## config.mk

```make
export PLATFORM = sky130hd
export DESIGN_NAME = mlpClassifier
export DESIGN_NICKNAME = d
export VERILOG_FILES = /design/src/source/mlpPkg.sv /design/src/source/neuronNode.sv /design/src/source/classSelect.sv /design/src/source/mlpClassifier.sv
export VERILOG_INCLUDE_DIRS = /design/src /design/src/include
export SDC_FILE = /design/constraint.sdc
export NUM_CORES = 2
export LEC_CHECK = 0
export BUFFER_PORTS_ARGS = -buffer_cell sky130_fd_sc_hd__buf_2
export CORE_MARGIN = 2
export CORE_UTILIZATION = 40
export DETAILED_ROUTE_END_ITERATION = 10
export PLACE_DENSITY = 0.55
export SLEW_MARGIN = 40
export SYNTH_ARGS = -nofsm -noshare
export SYNTH_HDL_FRONTEND = slang
export SYNTH_HIERARCHICAL = 1
export SYNTH_SLANG_ARGS = --single-unit
```

## constraint.sdc

```tcl
create_clock -name clk -period 9.9 [get_ports clk]
set_clock_uncertainty 0.15 [all_clocks]
set_input_delay 1.485 -clock clk [delete_from_list [all_inputs] [get_ports clk]]
set_output_delay 1.485 -clock clk [all_outputs]
set_load 0.02 [all_outputs]
```

## src/include/mlp_settings.svh

```systemverilog
`ifndef MLP_SETTINGS_SVH
`define MLP_SETTINGS_SVH

// Network shape.
`define MLP_INPUTS 15
`define MLP_HIDDEN 4
`define MLP_CLASSES 3

// Activations and weights share one signed width.
`define ACT_WIDTH 8
`define FRAC_BITS 6 // Fixed point position of the weight products.
`define ACT_MAX 127

// Register stages inside one neuron and inside the class selector.
`define NODE_LATENCY 3
`define SELECT_LATENCY 1

`endif

```

## src/source/mlpPkg.sv

```systemverilog
`include "mlp_settings.svh"

package mlpPkg;

	typedef logic signed [`ACT_WIDTH-1:0] activation;
	typedef logic signed [2*`ACT_WIDTH-1:0] biasWord;

	// Element i of each vector sits at bits i*ACT_WIDTH and up.
	typedef struct packed
	{
		activation [`MLP_INPUTS-1:0] act;
	} inputVector;

	typedef struct packed
	{
		activation [`MLP_HIDDEN-1:0] act;
	} hiddenVector;

	typedef struct packed
	{
		activation [`MLP_CLASSES-1:0] score;
	} classScores;

	// One row per hidden neuron, one column per network input.
	localparam activation [0:`MLP_HIDDEN-1][0:`MLP_INPUTS-1] hiddenWeights = '{
		'{8'sd0, -8'sd6, 8'sd30, 8'sd2, 8'sd60, 8'sd18, -8'sd42, 8'sd18,
			-8'sd12, 8'sd2, -8'sd6, -8'sd20, -8'sd24, 8'sd20, 8'sd12},
		'{8'sd12, 8'sd40, -8'sd8, -8'sd30, 8'sd6, 8'sd24, 8'sd10, -8'sd16,
			8'sd36, -8'sd4, 8'sd22, 8'sd8, -8'sd28, 8'sd14, -8'sd10},
		'{-8'sd20, 8'sd14, 8'sd48, -8'sd6, -8'sd18, 8'sd30, 8'sd4, 8'sd26,
			-8'sd2, -8'sd36, 8'sd16, 8'sd42, 8'sd6, -8'sd12, 8'sd24},
		'{8'sd34, -8'sd22, 8'sd8, 8'sd50, -8'sd14, -8'sd4, 8'sd28, -8'sd30,
			8'sd18, 8'sd10, -8'sd40, 8'sd2, 8'sd38, 8'sd24, -8'sd8}
	};

	// Biases are in the same fixed point scale as the products.
	localparam biasWord [0:`MLP_HIDDEN-1] hiddenBias = '{
		16'sd0,
		16'sd128,
		-16'sd192,
		16'sd64
	};

	// One row per class, one column per hidden neuron.
	localparam activation [0:`MLP_CLASSES-1][0:`MLP_HIDDEN-1] outputWeights = '{
		'{8'sd40, -8'sd18, 8'sd22, 8'sd10},
		'{-8'sd12, 8'sd36, -8'sd8, 8'sd30},
		'{8'sd16, 8'sd12, 8'sd34, -8'sd24}
	};

	localparam biasWord [0:`MLP_CLASSES-1] outputBias = '{
		16'sd32,
		-16'sd64,
		16'sd0
	};

endpackage

```

## src/source/neuronNode.sv

```systemverilog
`timescale 1ns/10ps
`include "mlp_settings.svh"

module neuronNode #(
	parameter type inVecT = mlpPkg::inputVector,
	parameter mlpPkg::activation [0:($bits(inVecT)/`ACT_WIDTH)-1] weights = '0,
	parameter mlpPkg::biasWord bias = '0
) (
	input logic clk,
	input logic reset,
	input inVecT activations,
	output mlpPkg::activation result
);

	localparam int FAN_IN = $bits(inVecT) / `ACT_WIDTH;
	localparam int PROD_WIDTH = 2 * `ACT_WIDTH;
	// Seven guard bits cover the sum of all products and the bias.
	localparam int SUM_WIDTH = PROD_WIDTH + 7;
	localparam int FIELD_TOP = `FRAC_BITS + `ACT_WIDTH - 1; // Top bit of the output field.

	logic [FAN_IN-1:0][`ACT_WIDTH-1:0] actReg;
	logic signed [PROD_WIDTH-1:0] product [FAN_IN];
	logic signed [SUM_WIDTH-1:0] sumNext;
	logic signed [SUM_WIDTH-1:0] sumReg;
	logic overflow;
	logic roundUp;
	logic [`ACT_WIDTH:0] rounded;
	mlpPkg::activation rectified;

	// Products of the registered inputs feed the sum stage.
	always_comb
	begin
		for (int i = 0; i < FAN_IN; i++)
		begin
			product[i] = PROD_WIDTH'($signed(actReg[i])) * PROD_WIDTH'($signed(weights[i]));
		end
	end

	always_comb
	begin
		sumNext = SUM_WIDTH'(bias); // Sign extended.
		for (int i = 0; i < FAN_IN; i++)
		begin
			sumNext = sumNext + SUM_WIDTH'(product[i]);
		end
	end

	// Rectifier that rounds up only above half a step and clamps at the ceiling.
	always_comb
	begin
		overflow = |sumReg[SUM_WIDTH-2:FIELD_TOP];
		roundUp = sumReg[`FRAC_BITS-1] && (sumReg[`FRAC_BITS-2:0] != '0);
		rounded = {1'b0, sumReg[FIELD_TOP:`FRAC_BITS]} + {{`ACT_WIDTH{1'b0}}, roundUp};
		if (sumReg[SUM_WIDTH-1])
		begin
			rectified = '0; // Negative sums are cut off.
		end
		else if (overflow || (rounded > (`ACT_WIDTH+1)'(`ACT_MAX)))
		begin
			rectified = mlpPkg::activation'(`ACT_MAX);
		end
		else
		begin
			rectified = rounded[`ACT_WIDTH-1:0];
		end
	end

	// Inputs, sum and rectified result each take one stage.
	always_ff @(posedge clk)
	begin
		if (reset)
		begin
			actReg <= '0;
			sumReg <= '0;
			result <= '0;
		end
		else
		begin
			actReg <= activations;
			sumReg <= sumNext;
			result <= rectified;
		end
	end

	resultInRange: assert property (
		@(posedge clk) disable iff (reset)
		(result >= 0) && (result <= `ACT_MAX)
	) else $error("neuron result %0d outside 0..%0d", result, `ACT_MAX);

endmodule

```

## src/source/classSelect.sv

```systemverilog
`timescale 1ns/10ps
`include "mlp_settings.svh"

module classSelect (
	input logic clk,
	input logic reset,
	input mlpPkg::classScores scoresIn,
	input logic sampleValid,
	output mlpPkg::classScores scores,
	output logic [1:0] classIndex,
	output logic resultValid
);

	// Strobe stages ahead of the final output register.
	localparam int PIPE_STAGES = 2 * `NODE_LATENCY + `SELECT_LATENCY - 1;

	logic [PIPE_STAGES-1:0] validPipe;
	logic [1:0] bestIndex;
	mlpPkg::activation bestScore;

	// A strict compare keeps the lowest index when scores tie.
	always_comb
	begin
		bestIndex = '0;
		bestScore = scoresIn.score[0];
		for (int i = 1; i < `MLP_CLASSES; i++)
		begin
			if ($signed(scoresIn.score[i]) > $signed(bestScore))
			begin
				bestIndex = 2'(i);
				bestScore = scoresIn.score[i];
			end
		end
	end

	always_ff @(posedge clk)
	begin
		if (reset)
		begin
			scores <= '0;
			classIndex <= '0;
			validPipe <= '0;
			resultValid <= 1'b0;
		end
		else
		begin
			scores <= scoresIn;
			classIndex <= bestIndex;
			validPipe <= {validPipe[PIPE_STAGES-2:0], sampleValid};
			resultValid <= validPipe[PIPE_STAGES-1]; // Lines up with the registered scores.
		end
	end

	indexInRange: assert property (
		@(posedge clk) disable iff (reset)
		resultValid |-> (classIndex < `MLP_CLASSES)
	) else $error("classIndex %0d out of range", classIndex);

	for (genvar j = 0; j < `MLP_CLASSES; j++)
	begin : gWinner
		winnerIsMax: assert property (
			@(posedge clk) disable iff (reset)
			(resultValid && (classIndex < `MLP_CLASSES))
				|-> ($signed(scores.score[classIndex]) >= $signed(scores.score[j]))
		) else $error("score at index %0d below score %0d", classIndex, j);
	end

endmodule

```

## src/source/mlpClassifier.sv

```systemverilog
`timescale 1ns/10ps
`include "mlp_settings.svh"

module mlpClassifier (
	input logic clk,
	input logic reset,
	input mlpPkg::inputVector sample,
	input logic sampleValid,
	output mlpPkg::classScores scores,
	output logic [1:0] classIndex,
	output logic resultValid
);

	mlpPkg::hiddenVector hidden;
	mlpPkg::classScores rawScores;

	// Hidden layer, every neuron sees the whole sample.
	for (genvar h = 0; h < `MLP_HIDDEN; h++)
	begin : gHidden
		neuronNode #(
			.inVecT(mlpPkg::inputVector),
			.weights(mlpPkg::hiddenWeights[h]),
			.bias(mlpPkg::hiddenBias[h])
		) u_neuron (
			.clk(clk),
			.reset(reset),
			.activations(sample),
			.result(hidden.act[h])
		);
	end

	// Output layer, one neuron per class.
	for (genvar c = 0; c < `MLP_CLASSES; c++)
	begin : gOutput
		neuronNode #(
			.inVecT(mlpPkg::hiddenVector),
			.weights(mlpPkg::outputWeights[c]),
			.bias(mlpPkg::outputBias[c])
		) u_neuron (
			.clk(clk),
			.reset(reset),
			.activations(hidden),
			.result(rawScores.score[c])
		);
	end

	// The strobe skips both layers and is delayed inside the selector.
	classSelect u_classSelect (
		.clk(clk),
		.reset(reset),
		.scoresIn(rawScores),
		.sampleValid(sampleValid),
		.scores(scores),
		.classIndex(classIndex),
		.resultValid(resultValid)
	);

endmodule

```

==> metrics.cfg <==
[logic_synthesis]
yosysUniqueCellTypes = 103
synth-async-reset-ratio_pct = 0
synth_edf_count = 0
ys.flop_type = dfxtp_1
synth-warning-count = 6
ys_seq_elements = 799
synthesis.nets = 10800
syn_area_sq_um = 81400
syn_inst = 8339
ys_seq_area_share_pct = 19.7
avgSynthCellArea_sq_um = 9.76

[setup_path]
critPathSlowestCell = fa_1
cp_data_arrival_time_ns = 9.39
startpoint_type = flip-flop
end_kind = flip-flop
required_ns = 10.40
max_stage_delay_ns = 0.58
critical_path_class = flip-flop to flip-flop
crit_path_max_fanout = 6

[run]
maxCapViolations = 0

[layout]
final_cells = 11300
nets = 11000
drive_gt1_share_pct = 4.97
final_util_pct = 44.0
area_growth_pct = 9.17

[clocking]
max-clock-path-buffers = 3
cts_tree = yes
cts_sinks = 799
cts.clk_slew.worst_paths_ns = 0.06
htree_num_levels = 3
clk-insertion-delay-late_ns = 0.78
cts_hold_buffers = 0
cts_made_buffers = 102
root_buffer = clkbuf_16
cts_resized = 0
cts_setup_buffers = 0

[place]
dpl.hpwl_mm = 202
numPortBuffers = 149
finalWeightedCongestion = 0.972
place_inst = 11100

[timing]
hold_viol = 0
relSlewSlack_pct = 42.9
setup_viol = 0
rsz0062_at_grt = false
min_period_ns = 8.88
fin_crit_sh_pct = 89.7
max_slew.worst_pin.slew_ns = 0.851
finalMaxSlewViolations = 0
fmax_ghz = 0.113
setup-tns-final_ns = 0

[global_routing]
track_usage_pct = 23.0
grt_antenna_before_repair = 38
grt_pass1_vias = 56100
grt_max_degree = 176
grt-ovfl-total = 0
grt_pass1_wl_mm = 349

[detailed_routing]
drc_errors = 0
vias = 54600
via_per_inst = 4.85
drtIter0Drc = 3040
dr.pass1.iters = 5
routed_wl_mm = 235
final_antenna_net_count = 0
wl_per_cell_um = 20.9

[die]
die_x_um = 455
fp.coreArea_sq_um = 202000
initial_core_util_pct = 40.3
dieArea_sq_um = 207000
rows = 165
ios = 150
dieHeight_um = 455

[worst_hold_path]
hold_class = flip-flop to flip-flop

[outcome]
outcome = finished clean

==> stage by stage <==
| step | hold slack [ns] | setup slack [ns] | area, sq um |
|---|---|---|---|
| finish | 0.286 | 1.02 | 88800 |
| global route | 0.300 | 0.449 | 88800 |
| CTS | 0.289 | 0.992 | 88700 |
| detailed placement | 0.279 | 1.05 | 85200 |
| global placement | 0.272 | 1.11 | 85200 |
| floorplan | 0.264 | 1.68 | 81400 |
==> cells by family after synthesis <==
family / count (synthesis) / share of synthesized area (%)
buf+inv: 1915 / 8.84
mux: 51 / 0.677
simple gates: 1703 / 11.4
xor+xnor: 546 / 5.89
compound gates: 974 / 7.96
fa+ha+maj: 2344 / 45.6
flops: 799 / 19.7
other cells: 7 / 0.0323
==> registers in the layout, summed over array words and instances (netlist names) <==
| signal | cells |
|---|---|
| gHidden.u_neuron/actReg | 472 |
| gOutput.u_neuron/result | 24 |
| gOutput.u_neuron/actReg | 96 |
| u_classSelect/validPipe | 6 |
| gHidden.u_neuron/result | 32 |
| u_classSelect/resultValid | 1 |
| gOutput.u_neuron/sumReg | 54 |
| u_classSelect/classIndex | 2 |
| u_classSelect/scores | 24 |
| gHidden.u_neuron/sumReg | 88 |
==> layer usage <==
metal,global-route usage [%],up-vias,share of wire [%]
met2,39.2,1015,48
met5,0,-,0.020
met3,3.41,265,4.7
met1,29.9,26600,44
li1,-,26800,-
met4,7.05,6,3.4
==> worst max-delay path, delay by kind of cell, from the launching register on <==
family	cells	cell delay (ns)
buffers and inverters	8	0.46
AO/OA/AOI/OAI	8	1.64
adder cells (fa/ha/maj)	11	5.20
AND/OR/NAND/NOR	3	0.68
XOR/XNOR	1	0.25
flip-flops	1	0.36
==> Yosys cell counts (35+ instances only) <==
| master | instances | share of area (%) |
|---|---|---|
| nand2_1 | 192 | 0.89 |
| nand3_1 | 81 | 0.50 |
| o21ai_0 | 133 | 0.82 |
| a21o_1 | 112 | 1.0 |
| xnor2_1 | 348 | 3.7 |
| o21bai_1 | 42 | 0.39 |
| nand2b_1 | 67 | 0.52 |
| dfxtp_1 | 799 | 20 |
| a21oi_1 | 287 | 1.8 |
| nor3_1 | 100 | 0.62 |
| nor2_1 | 351 | 1.6 |
| ha_1 | 1310 | 20 |
| inv_1 | 1817 | 8.4 |
| o21a_1 | 69 | 0.64 |
| clkbuf_1 | 88 | 0.41 |
| xor2_1 | 197 | 2.1 |
| o21ai_1 | 35 | 0.22 |
| fa_1 | 1034 | 25 |
| nor2b_1 | 720 | 5.5 |
==> cell usage in the layout, fill, tap and decap left out, types with 192 or more instances in the layout <==
| cell type | instances |
|---|---|
| xnor2_1 | 347 |
| inv_1 | 1817 |
| nand2_1 | 192 |
| a21oi_1 | 287 |
| xor2_1 | 197 |
| nor2_1 | 351 |
| nor2b_1 | 720 |
| fa_1 | 1034 |
| dfxtp_1 | 799 |
| ha_1 | 1310 |
==> worst paths after layout <==
check / depth (start not counted) / slack (ns) / end / start
setup reg to reg: 31 / 1.02 / gHidden[2].u_neuron/sumReg[22] / gHidden[2].u_neuron/actReg[34]
setup / recovery: 31 / 1.02 / gHidden[2].u_neuron/sumReg[22] / gHidden[2].u_neuron/actReg[34]
hold / removal: 1 / 0.29 / u_classSelect/resultValid / u_classSelect/validPipe[5]
hold reg to reg: 1 / 0.29 / u_classSelect/resultValid / u_classSelect/validPipe[5]
==> area by class of cell <==
type / instances / area (sq um)
inverters: 1818 / 6820
diodes: 21 / 52.6
multi-input cells: 5625 / 58200
clock inverters: 61 / 788
fillers: 19500 / 113000
flip-flops and latches: 799 / 16000
repair buffers: 160 / 903
clock buffers: 122 / 2720
well taps: 2672 / 3340
Power is left out: the tool's default activity adds up to more than one toggle a clock period on the data nets, which glitch-free logic cannot reach.
